### config.mk
export PLATFORM = sky130hd
export DESIGN_NAME = ltc2333_read_top
export DESIGN_NICKNAME = d
export VERILOG_FILES = /design/src/rtl/ltc_adc_pkg.sv /design/src/rtl/ltc_reg_pkg.sv /design/src/rtl/adc_capture.sv /design/src/rtl/ltc_regs.sv /design/src/rtl/chan_accum.sv /design/src/rtl/sample_fifo.sv /design/src/rtl/ltc2333_read_top.sv
export SDC_FILE = /design/constraint.sdc
export NUM_CORES = 1
export LEC_CHECK = 0
export BUFFER_PORTS_ARGS = -buffer_cell sky130_fd_sc_hd__buf_4
export CORE_MARGIN = 3
export CORE_UTILIZATION = 35
export DETAILED_ROUTE_END_ITERATION = 10
export GPL_TIMING_DRIVEN = 1
export PLACE_DENSITY = 0.54
export SLEW_MARGIN = 0
export SYNTH_ARGS = -nofsm -noshare
export SYNTH_HDL_FRONTEND = slang
export SYNTH_SLANG_ARGS = --single-unit
### constraint.sdc
create_clock -name clk -period 12.01 [get_ports clk]
set_input_delay 0.6005 -clock clk [delete_from_list [all_inputs] [get_ports clk]]
set_output_delay 0.6005 -clock clk [all_outputs]
set_load 0.05 [all_outputs]
### src/rtl/ltc_adc_pkg.sv
package ltc_adc_pkg;

   //////////////////////////////////////////////////////////////////////
   // conversion frame from the ADC
   //////////////////////////////////////////////////////////////////////
   localparam int FRAME_BITS = 24;                     // bits per cnv frame
   localparam int BIT_CNT_W  = $clog2(FRAME_BITS + 1); // scko edge counter width
   localparam int N_CHAN     = 8;
   localparam int CHAN_W     = $clog2(N_CHAN);
   localparam int CHAN_LSB   = 3;                      // chan id at frame[5:3]
   localparam int SUM_LSB    = 6;                      // below: chan id + softspan

   typedef logic [FRAME_BITS-1:0] adc_word_t;          // 18b result, chan, span
   typedef logic [CHAN_W-1:0]     chan_id_t;
   typedef logic [BIT_CNT_W-1:0]  bit_cnt_t;

   //////////////////////////////////////////////////////////////////////
   // result FIFO
   //////////////////////////////////////////////////////////////////////
   localparam int FIFO_W     = 32;
   localparam int FIFO_DEPTH = 16;
   localparam int FIFO_PTR_W = $clog2(FIFO_DEPTH);

   typedef logic [FIFO_W-1:0]     fifo_word_t;         // extended frame or a sum
   typedef logic [FIFO_PTR_W:0]   fifo_count_t;        // 0 .. FIFO_DEPTH
   typedef logic [FIFO_PTR_W-1:0] fifo_ptr_t;

   // frame to fifo word, sign taken from bit 23
   function automatic fifo_word_t sign_ext(adc_word_t w);
      return {{(FIFO_W - FRAME_BITS){w[FRAME_BITS-1]}}, w};
   endfunction

endpackage

### src/rtl/ltc_reg_pkg.sv
package ltc_reg_pkg;

   //////////////////////////////////////////////////////////////////////
   // AXI4-Lite widths
   //////////////////////////////////////////////////////////////////////
   localparam int AXI_ADDR_W = 4;
   localparam int AXI_DATA_W = 32;

   typedef logic [AXI_ADDR_W-1:0] axi_addr_t;
   typedef logic [AXI_DATA_W-1:0] axi_data_t;
   typedef logic [1:0]            axi_resp_t;

   localparam axi_resp_t AXI_RESP_OKAY = 2'b00;

   //////////////////////////////////////////////////////////////////////
   // register map, byte addresses
   //////////////////////////////////////////////////////////////////////
   localparam axi_addr_t REG_CTRL       = 4'h0;  // reset, enable
   localparam axi_addr_t REG_OCC        = 4'h4;  // fifo occupancy, read only
   localparam axi_addr_t REG_INTR_DEPTH = 4'h8;  // irq when count above this
   localparam axi_addr_t REG_NSUM       = 4'hc;  // samples per sum, 0 = raw

   localparam int CTRL_RESET_BIT  = 0;           // self clearing
   localparam int CTRL_ENABLE_BIT = 1;

   typedef logic [31:0] nsum_t;

   // values after reset
   localparam int    INTR_DEPTH_DEFAULT = 1;
   localparam nsum_t NSUM_DEFAULT       = '0;

endpackage

### src/rtl/adc_capture.sv
`timescale 1ns/1ps

module adc_capture
(
   input  logic                   clk,
   input  logic                   aresetn_local,
   input  logic                   cnv,
   input  logic                   scko,
   input  logic                   sdo,
   input  logic                   timetrig,
   input  logic                   soft_clear,
   output logic                   sample_valid,
   output ltc_adc_pkg::adc_word_t sample
);

   logic [2:0]                          pin_s1;     // {cnv, scko, sdo} stage 1
   logic [2:0]                          pin_s2;     // stage 2, safe to use
   logic                                cnv_d;
   logic                                scko_d;
   logic                                cnv_rise;   // new conversion
   logic                                scko_edge;  // either edge, DDR data
   logic                                sdo_bit;    // aligned with scko_edge
   logic [ltc_adc_pkg::FRAME_BITS-2:0]  shift_q;    // last bit joins at frame end
   ltc_adc_pkg::bit_cnt_t               bit_cnt;
   logic                                skip;       // drop next frame after trigger
   logic                                frame_done;

   //////////////////////////////////////////////////////////////////////
   // synchronizer and edge detect, 3 clk from pins
   //////////////////////////////////////////////////////////////////////
   always_ff @(posedge clk or negedge aresetn_local)
   begin
      if (!aresetn_local)
      begin
         pin_s1    <= '0;
         pin_s2    <= '0;
         cnv_d     <= 1'b0;
         scko_d    <= 1'b0;
         cnv_rise  <= 1'b0;
         scko_edge <= 1'b0;
         sdo_bit   <= 1'b0;
      end
      else
      begin
         pin_s1    <= {cnv, scko, sdo};
         pin_s2    <= pin_s1;
         cnv_d     <= pin_s2[2];
         scko_d    <= pin_s2[1];
         cnv_rise  <= pin_s2[2] & ~cnv_d;
         scko_edge <= pin_s2[1] ^ scko_d;  // rise or fall
         sdo_bit   <= pin_s2[0];            // same depth as the edge flag
      end
   end

   assign frame_done = scko_edge &&
      (bit_cnt == ltc_adc_pkg::bit_cnt_t'(ltc_adc_pkg::FRAME_BITS - 1));

   always_ff @(posedge clk or negedge aresetn_local)
   begin
      if (!aresetn_local)
      begin
         bit_cnt      <= '0;
         skip         <= 1'b0;
         sample_valid <= 1'b0;
      end
      else if (soft_clear)
      begin
         bit_cnt      <= '0;
         skip         <= 1'b0;
         sample_valid <= 1'b0;
      end
      else
      begin
         sample_valid <= frame_done & ~skip;  // suppressed frame gives no pulse
         if (cnv_rise)
            bit_cnt <= '0;
         else if (scko_edge && bit_cnt != ltc_adc_pkg::bit_cnt_t'(ltc_adc_pkg::FRAME_BITS))
            bit_cnt <= bit_cnt + 1'b1;          // stops at 24 until next cnv
         if (timetrig)
            skip <= 1'b1;
         else if (frame_done)
            skip <= 1'b0;
      end
   end

   // deserializer, msb first
   always_ff @(posedge clk)
   begin
      if (scko_edge)
         shift_q <= {shift_q[ltc_adc_pkg::FRAME_BITS-3:0], sdo_bit};
      if (frame_done)
         sample <= {shift_q, sdo_bit};
   end

   // at most one frame per pulse, frames need 24 scko edges
   a_valid_single : assert property (@(posedge clk) disable iff (!aresetn_local)
      sample_valid |=> !sample_valid);

endmodule

### src/rtl/ltc_regs.sv
`timescale 1ns/1ps

module ltc_regs
(
   input  logic                     clk,
   input  logic                     aresetn_local,
   input  logic                     awvalid,
   output logic                     awready,
   input  ltc_reg_pkg::axi_addr_t   awaddr,
   input  logic                     wvalid,
   output logic                     wready,
   input  ltc_reg_pkg::axi_data_t   wdata,
   output logic                     bvalid,
   input  logic                     bready,
   output ltc_reg_pkg::axi_resp_t   bresp,
   input  logic                     arvalid,
   output logic                     arready,
   input  ltc_reg_pkg::axi_addr_t   araddr,
   output logic                     rvalid,
   input  logic                     rready,
   output ltc_reg_pkg::axi_data_t   rdata,
   output ltc_reg_pkg::axi_resp_t   rresp,
   input  ltc_adc_pkg::fifo_count_t fifo_count,
   output logic                     enable,
   output logic                     soft_clear,
   output ltc_adc_pkg::fifo_count_t intr_depth,
   output ltc_reg_pkg::nsum_t       nsum
);

   typedef enum logic [1:0] {st_idle, st_wresp, st_rdata} state_t;

   state_t                 state;
   logic                   ctrl_reset;  // high one cycle after a write
   logic                   start_ok;    // free to accept a transfer
   logic                   wr_hs;       // aw and w taken at this edge
   logic                   rd_hs;
   ltc_reg_pkg::axi_data_t rd_mux;

   assign start_ok   = (state == st_idle) && !awready && !arready;
   assign wr_hs      = awready && awvalid && wvalid;
   assign rd_hs      = arready && arvalid;
   assign bresp      = ltc_reg_pkg::AXI_RESP_OKAY;
   assign rresp      = ltc_reg_pkg::AXI_RESP_OKAY;
   assign soft_clear = ctrl_reset;

   //////////////////////////////////////////////////////////////////////
   // handshake FSM
   //////////////////////////////////////////////////////////////////////
   always_ff @(posedge clk or negedge aresetn_local)
   begin
      if (!aresetn_local)
      begin
         state   <= st_idle;
         awready <= 1'b0;
         wready  <= 1'b0;
         arready <= 1'b0;
         bvalid  <= 1'b0;
         rvalid  <= 1'b0;
      end
      else
      begin
         awready <= start_ok && awvalid && wvalid;             // one cycle pulse
         wready  <= start_ok && awvalid && wvalid;
         arready <= start_ok && arvalid && !(awvalid && wvalid);  // write wins
         case (state)
            st_idle:
            begin
               if (wr_hs)
               begin
                  bvalid <= 1'b1;
                  state  <= st_wresp;
               end
               else if (rd_hs)
               begin
                  rvalid <= 1'b1;
                  state  <= st_rdata;
               end
            end
            st_wresp:
            begin
               if (bready)
               begin
                  bvalid <= 1'b0;
                  state  <= st_idle;
               end
            end
            st_rdata:
            begin
               if (rready)
               begin
                  rvalid <= 1'b0;
                  state  <= st_idle;
               end
            end
            default: state <= st_idle;
         endcase
      end
   end

   // register writes
   always_ff @(posedge clk or negedge aresetn_local)
   begin
      if (!aresetn_local)
      begin
         ctrl_reset <= 1'b0;
         enable     <= 1'b0;
         intr_depth <= ltc_adc_pkg::fifo_count_t'(ltc_reg_pkg::INTR_DEPTH_DEFAULT);
         nsum       <= ltc_reg_pkg::NSUM_DEFAULT;
      end
      else
      begin
         ctrl_reset <= 1'b0;  // self clearing
         if (wr_hs)
         begin
            case (awaddr)
               ltc_reg_pkg::REG_CTRL:
               begin
                  ctrl_reset <= wdata[ltc_reg_pkg::CTRL_RESET_BIT];
                  enable     <= wdata[ltc_reg_pkg::CTRL_ENABLE_BIT];
               end
               ltc_reg_pkg::REG_INTR_DEPTH: intr_depth <= ltc_adc_pkg::fifo_count_t'(wdata);
               ltc_reg_pkg::REG_NSUM:       nsum       <= wdata;
               default: ;                   // occupancy is read only
            endcase
         end
      end
   end

   // read mux
   always_comb
   begin
      rd_mux = '0;
      case (araddr)
         ltc_reg_pkg::REG_CTRL:
         begin
            rd_mux[ltc_reg_pkg::CTRL_RESET_BIT]  = ctrl_reset;
            rd_mux[ltc_reg_pkg::CTRL_ENABLE_BIT] = enable;
         end
         ltc_reg_pkg::REG_OCC:        rd_mux = ltc_reg_pkg::axi_data_t'(fifo_count);
         ltc_reg_pkg::REG_INTR_DEPTH: rd_mux = ltc_reg_pkg::axi_data_t'(intr_depth);
         ltc_reg_pkg::REG_NSUM:       rd_mux = nsum;
         default: ;
      endcase
   end

   always_ff @(posedge clk)
   begin
      if (rd_hs)
         rdata <= rd_mux;  // held while rvalid waits
   end

   a_bvalid_hold : assert property (@(posedge clk) disable iff (!aresetn_local)
      bvalid && !bready |=> bvalid);

endmodule

### src/rtl/chan_accum.sv
`timescale 1ns/1ps

module chan_accum
(
   input  logic                    clk,
   input  logic                    aresetn_local,
   input  logic                    soft_clear,
   input  logic                    sample_valid,
   input  ltc_adc_pkg::adc_word_t  sample,
   input  ltc_reg_pkg::nsum_t      nsum,
   output logic                    sum_valid,
   output ltc_adc_pkg::fifo_word_t sum_word
);

   ltc_adc_pkg::fifo_word_t sum_q [ltc_adc_pkg::N_CHAN];  // running sum per channel
   ltc_reg_pkg::nsum_t      cnt_q [ltc_adc_pkg::N_CHAN];  // samples in this batch
   ltc_adc_pkg::chan_id_t   ch;
   ltc_adc_pkg::fifo_word_t ext;
   ltc_adc_pkg::fifo_word_t cur_sum;
   ltc_adc_pkg::fifo_word_t nxt_sum;
   ltc_reg_pkg::nsum_t      cur_cnt;
   logic                    take;   // sample counts toward a sum
   logic                    first;  // starts a batch
   logic                    last;   // completes nsum samples

   assign ch      = sample[ltc_adc_pkg::CHAN_LSB +: ltc_adc_pkg::CHAN_W];
   assign ext     = ltc_adc_pkg::sign_ext(sample);
   assign cur_sum = sum_q[ch];
   assign cur_cnt = cnt_q[ch];
   assign take    = sample_valid && (nsum != '0);
   assign first   = (cur_cnt == '0);
   assign last    = (cur_cnt + 1'b1 >= nsum);  // also ends a batch if nsum shrank

   // low bits keep the first sample's chan and softspan codes
   assign nxt_sum = first ? ext :
      {cur_sum[ltc_adc_pkg::FIFO_W-1:ltc_adc_pkg::SUM_LSB] +
       ext[ltc_adc_pkg::FIFO_W-1:ltc_adc_pkg::SUM_LSB],
       cur_sum[ltc_adc_pkg::SUM_LSB-1:0]};

   always_ff @(posedge clk or negedge aresetn_local)
   begin
      if (!aresetn_local)
      begin
         for (int i = 0; i < ltc_adc_pkg::N_CHAN; i++)
            cnt_q[i] <= '0;
         sum_valid <= 1'b0;
      end
      else if (soft_clear || nsum == '0)
      begin
         for (int i = 0; i < ltc_adc_pkg::N_CHAN; i++)
            cnt_q[i] <= '0;   // idle in raw mode
         sum_valid <= 1'b0;
      end
      else
      begin
         sum_valid <= take && last;
         if (take)
            cnt_q[ch] <= last ? '0 : cur_cnt + 1'b1;
      end
   end

   always_ff @(posedge clk)
   begin
      if (take)
      begin
         sum_q[ch] <= nxt_sum;
         if (last)
            sum_word <= nxt_sum;  // one cycle after the closing sample
      end
   end

endmodule

### src/rtl/sample_fifo.sv
`timescale 1ns/1ps

module sample_fifo
(
   input  logic                     clk,
   input  logic                     aresetn_local,
   input  logic                     soft_clear,
   input  logic                     enable,
   input  logic                     write_block,
   input  logic                     fifo_rden,
   input  logic                     sample_valid,
   input  logic                     sum_valid,
   input  ltc_adc_pkg::adc_word_t   sample,
   input  ltc_adc_pkg::fifo_word_t  sum_word,
   input  ltc_reg_pkg::nsum_t       nsum,
   input  ltc_adc_pkg::fifo_count_t intr_depth,
   output ltc_adc_pkg::fifo_word_t  fifo_dout,
   output ltc_adc_pkg::fifo_count_t fifo_count,
   output logic                     fifo_not_empty,
   output logic                     fifo_full,
   output logic                     interrupt
);

   ltc_adc_pkg::fifo_word_t mem [ltc_adc_pkg::FIFO_DEPTH];
   ltc_adc_pkg::fifo_ptr_t  wr_ptr;
   ltc_adc_pkg::fifo_ptr_t  rd_ptr;
   ltc_adc_pkg::fifo_word_t din;
   logic                    raw_mode;
   logic                    push;   // a word is on offer
   logic                    wr_en;
   logic                    rd_en;

   assign raw_mode       = (nsum == '0);
   assign din            = raw_mode ? ltc_adc_pkg::sign_ext(sample) : sum_word;
   assign push           = raw_mode ? sample_valid : sum_valid;
   assign wr_en          = push && enable && !write_block && !fifo_full;  // full drops
   assign rd_en          = fifo_rden && fifo_not_empty;
   assign fifo_full      = (fifo_count == ltc_adc_pkg::fifo_count_t'(ltc_adc_pkg::FIFO_DEPTH));
   assign fifo_not_empty = (fifo_count != '0);
   assign interrupt      = (fifo_count > intr_depth);

   always_ff @(posedge clk or negedge aresetn_local)
   begin
      if (!aresetn_local)
      begin
         wr_ptr     <= '0;
         rd_ptr     <= '0;
         fifo_count <= '0;
      end
      else if (soft_clear)
      begin
         wr_ptr     <= '0;
         rd_ptr     <= '0;
         fifo_count <= '0;
      end
      else
      begin
         if (wr_en)
            wr_ptr <= wr_ptr + 1'b1;  // wraps at depth
         if (rd_en)
            rd_ptr <= rd_ptr + 1'b1;
         case ({wr_en, rd_en})
            2'b10:   fifo_count <= fifo_count + 1'b1;
            2'b01:   fifo_count <= fifo_count - 1'b1;
            default: ;                // both or neither
         endcase
      end
   end

   // storage and registered read port
   always_ff @(posedge clk)
   begin
      if (wr_en)
         mem[wr_ptr] <= din;
      if (rd_en)
         fifo_dout <= mem[rd_ptr];
   end

   a_count_max : assert property (@(posedge clk) disable iff (!aresetn_local)
      fifo_count <= ltc_adc_pkg::fifo_count_t'(ltc_adc_pkg::FIFO_DEPTH));

   // a pop takes a stored word, pointers only meet when empty or full
   a_no_underflow : assert property (@(posedge clk) disable iff (!aresetn_local)
      rd_en |-> (rd_ptr != wr_ptr) || fifo_full);

endmodule

### src/rtl/ltc2333_read_top.sv
`timescale 1ns/1ps

module ltc2333_read_top
(
   input  logic                    clk,
   input  logic                    aresetn_local,
   input  logic                    cnv,
   input  logic                    scko,
   input  logic                    sdo,
   input  logic                    timetrig,
   input  logic                    write_block,
   input  logic                    fifo_rden,
   input  logic                    awvalid,
   output logic                    awready,
   input  ltc_reg_pkg::axi_addr_t  awaddr,
   input  logic                    wvalid,
   output logic                    wready,
   input  ltc_reg_pkg::axi_data_t  wdata,
   output logic                    bvalid,
   input  logic                    bready,
   output ltc_reg_pkg::axi_resp_t  bresp,
   input  logic                    arvalid,
   output logic                    arready,
   input  ltc_reg_pkg::axi_addr_t  araddr,
   output logic                    rvalid,
   input  logic                    rready,
   output ltc_reg_pkg::axi_data_t  rdata,
   output ltc_reg_pkg::axi_resp_t  rresp,
   output ltc_adc_pkg::fifo_word_t fifo_dout,
   output logic                    fifo_not_empty,
   output logic                    fifo_full,
   output logic                    interrupt
);

   logic                     sample_valid;  // capture to accum and fifo
   ltc_adc_pkg::adc_word_t   sample;
   logic                     sum_valid;
   ltc_adc_pkg::fifo_word_t  sum_word;
   logic                     enable;        // register side settings
   logic                     soft_clear;
   ltc_adc_pkg::fifo_count_t intr_depth;
   ltc_reg_pkg::nsum_t       nsum;
   ltc_adc_pkg::fifo_count_t fifo_count;    // back to occupancy register

   adc_capture adc_capture_inst
   (
      .clk, .aresetn_local, .cnv, .scko, .sdo, .timetrig, .soft_clear,
      .sample_valid, .sample
   );

   ltc_regs ltc_regs_inst
   (
      .clk, .aresetn_local,
      .awvalid, .awready, .awaddr, .wvalid, .wready, .wdata,
      .bvalid, .bready, .bresp,
      .arvalid, .arready, .araddr, .rvalid, .rready, .rdata, .rresp,
      .fifo_count, .enable, .soft_clear, .intr_depth, .nsum
   );

   chan_accum chan_accum_inst
   (
      .clk, .aresetn_local, .soft_clear, .sample_valid, .sample, .nsum,
      .sum_valid, .sum_word
   );

   sample_fifo sample_fifo_inst
   (
      .clk, .aresetn_local, .soft_clear, .enable, .write_block, .fifo_rden,
      .sample_valid, .sum_valid, .sample, .sum_word, .nsum, .intr_depth,
      .fifo_dout, .fifo_count, .fifo_not_empty, .fifo_full, .interrupt
   );

endmodule

==> flow_summary.ini <==
[timing]
timing.final.crit_share = 0.639
setup_slack_ns = 4.34
fin_crit_ns = 7.67
slew_headroom = 0.0862
setup_viol = 0
rsz0062_at_grt = false
fin_tns_setup_ns = 0
fin_skew_ns = 0.0261
worstMarginPinSlew_ns = 1.36
fmax_mhz = 130
finalHoldViolCount = 0
drv_slew = 0

[routing]
drt_wl_total_mm = 133
via_per_inst = 5.44
dr_total_vias = 28564
ant_nets = 0
wire_per_inst_um = 25.4
drt_iter0_drc = 2449
drc = 0
drt_pass1_iterations = 5

[placed_design]
portBuffers = 124
dp_hpwl_mm = 79.0
gp_congestion = 0.815
dp_slack_ns = 4.43
placed_cells = 5002

[final_layout]
regArea_um2 = 35800
final_common_cell = edfxtp_1
drive_gt1_frac = 0.242
final_nets = 3353
multiInputGateArea_um2 = 15300
layout_common_cells = 911 x edfxtp_1, 328 x dfrtp_1, 252 x mux4_2, 207 x a22o_1, 201 x buf_4
nFillCells = 13112
finalNonFillerCells = 5248
syn_to_final_growth_pct = 15.1

[yosys]
synthArstFlopShare = 0.267
syn_area_um2 = 51900
yosys_warnings = 0
syn_area_per_cell_um2 = 17.0
ys.flop_type = edfxtp_1
synth_edf_count = 911
yosysSeqAreaShare = 0.689
ys_types = 92
synth_cells = 3046
ys_seq_elements = 1247

[critical_path]
rr_worst_depth = 21
crit_path_end_kind = flop
path_max_fanout = 34
cp.required_ns = 12.39
timing.rr.end = chan_accum_inst.sum_word[8]
r2r_slack_ns = 4.34
arrival_ns = 8.05
worst_setup_path_start_kind = flop
critical_path_class = flop to flop
reg2reg_from = adc_capture_inst.sample[4]

[cts]
clk_pin_slew_ns = 0.06
cts_buffers = 133
clock_latency_ns = 0.76
cts_tree = done
clockBufferDepth = 3
htree_levels = 4
cts_sinks = 1247
root_buffer = clkbuf_16

[floorplanning]
die_h_um = 391
core_um2 = 146000
io_pins = 129
dieArea_um2 = 153000
start_util = 0.354
rows = 140
chipWidth_um = 391

[global_route]
gr-usage-met1 = 0.249
antenna_found_initial = 1
grt_pass1_vias = 29634
top_usage_layer = met2
grt.overflow.total = 0
grt_use_total = 0.176
grt_first_pass_wirelength_mm = 200
gr-usage-met2 = 0.283
met3_usage = 0.0305
grt_max_degree = 149

[worst_hold_path]
hold_depth = 3
holdPathEnd = ltc_regs_inst.nsum[9]
hp-class = primary input to flop
hp-start = wdata[9]

[status]
status = completed

[power_and_ir_drop]
power.density_nw_per_um2 = 149
leakagePower_nw = 21.4
ir_worst_vdd_mv = 0.146
finalPower_mw = 8.91

[job]
drv_cap = 0
## cell families (layout without fill, tap and decap cells)
family / count (synthesis) / after routing / share of synthesized area
flops: 1247 / 1247 / 0.689
compound gates: 524 / 524 / 0.0730
simple gates: 521 / 521 / 0.0509
mux: 385 / 385 / 0.138
buf+inv: 229 / 510 / 0.0190
fa+ha+maj: 76 / 76 / 0.0186
xor+xnor: 63 / 63 / 0.0112
other cells: 1 / 5 / 0.0000723
## synthesized netlist by cell type (18+ instances only)
cell      instances  area [um2]
nor3_1           73         365
mux2i_1          61         611
o21ai_0         140         701
xnor2_1          31         272
nand4_1          22         138
and2_1           27         169
nand2_1         180         676
a22oi_1          18         135
a21oi_1          45         225
mux4_2          252        5680
dfrtp_1         332        8310
mux2_2           67         754
buf_1            24        90.1
a22o_1          207        1810
nor2_1           85         319
ha_1             74         926
xor2_1           28         245
edfxtp_1        911       27400
clkbuf_1        109         409
inv_1            58         218
nand3_1          28         140
## stage by stage
step                      utilization  cell area [um2]  hold slack (ns)
after floorplan                     -            51900            0.305
after global placement          0.378            55300            0.338
after detailed placement        0.378            55300            0.339
after CTS                       0.408            59700          0.00248
after global routing            0.408            59700           0.0285
final                           0.408            59700           0.0556
## area by class of cell
cell class	count	area share
Antenna cell	1	0.0000419
Clock buffer	176	0.0618
Inverter	60	0.00377
Clock inverter	65	0.0107
Tap cell	1917	0.0402
Sequential cell	1247	0.599
Timing Repair Buffer	209	0.0272
Multi-Input combinational cell	1573	0.257
## sequential cells by signal, indices dropped and copies added, names as in the netlist, 2 cells and up, named ones only
register,cells
adc_capture_inst.pin_s2,3
sample_fifo_inst.mem,512
ltc_regs_inst.state,2
chan_accum_inst.sum_q,256
sample_fifo_inst.fifo_dout,32
adc_capture_inst.sample,24
adc_capture_inst.pin_s1,3
sample_fifo_inst.fifo_count,5
ltc_regs_inst.intr_depth,5
sample_fifo_inst.wr_ptr,4
adc_capture_inst.bit_cnt,5
adc_capture_inst.shift_q,23
ltc_regs_inst.nsum,32
ltc_regs_inst.rdata,32
sample_fifo_inst.rd_ptr,4
chan_accum_inst.sum_word,32
chan_accum_inst.cnt_q,256
## per-layer routing
metal | wire length [um] | vias to the layer above
met2 | 63600 | 773
met3 | 6770 | 163
met4 | 2340 | 0
li1 | - | 12490
met1 | 60500 | 15138
met5 | 0 | -
## worst max path at each step
stage               slack, ns  depth (start not counted)                       start                           end
floorplan                5.34                         20  adc_capture_inst.sample[4]   chan_accum_inst.sum_word[0]
global placement         4.59                         21  adc_capture_inst.sample[4]  chan_accum_inst.sum_word[12]
detailed placement       4.43                         21  adc_capture_inst.sample[4]  chan_accum_inst.sum_word[12]
CTS                      4.40                         21  adc_capture_inst.sample[4]  chan_accum_inst.sum_word[24]
global route             3.86                         21  adc_capture_inst.sample[4]  chan_accum_inst.sum_word[21]
finish                   4.34                         21  adc_capture_inst.sample[4]   chan_accum_inst.sum_word[8]
## timing repair
item	CTS	global route
setup buffers	0	0
setup endpoints to repair	0	0
gates resized for setup	0	0
endpoints found under the hold margin	72	0
hold buffers	4	0
## worst max-delay path: stages, from the launching register on
cell	delay, ns
edfxtp_1	0.34
buf_4	0.46
nor2b_2	0.44
buf_4	0.26
nand2_1	0.09
a21oi_1	0.21
nor2_1	0.11
inv_1	0.11
ha_1	0.21
nand2b_1	0.10
nor3b_1	0.50
or4b_1	0.79
nor4_4	0.26
xnor2_1	0.31
ha_1	0.41
nand4_1	0.11
or2_2	0.32
or3_1	0.40
o2bb2ai_1	0.75
nor2_2	0.03
buf_4	0.26
nor2_4	0.77
## report_power, final
group          switching [mW]  internal [mW]
logic                   0.128         0.0550
registers              0.0278           4.63
clock network            1.69           2.38
total                    1.84           7.06
Note: power is estimated with default switching activity, not from simulation.
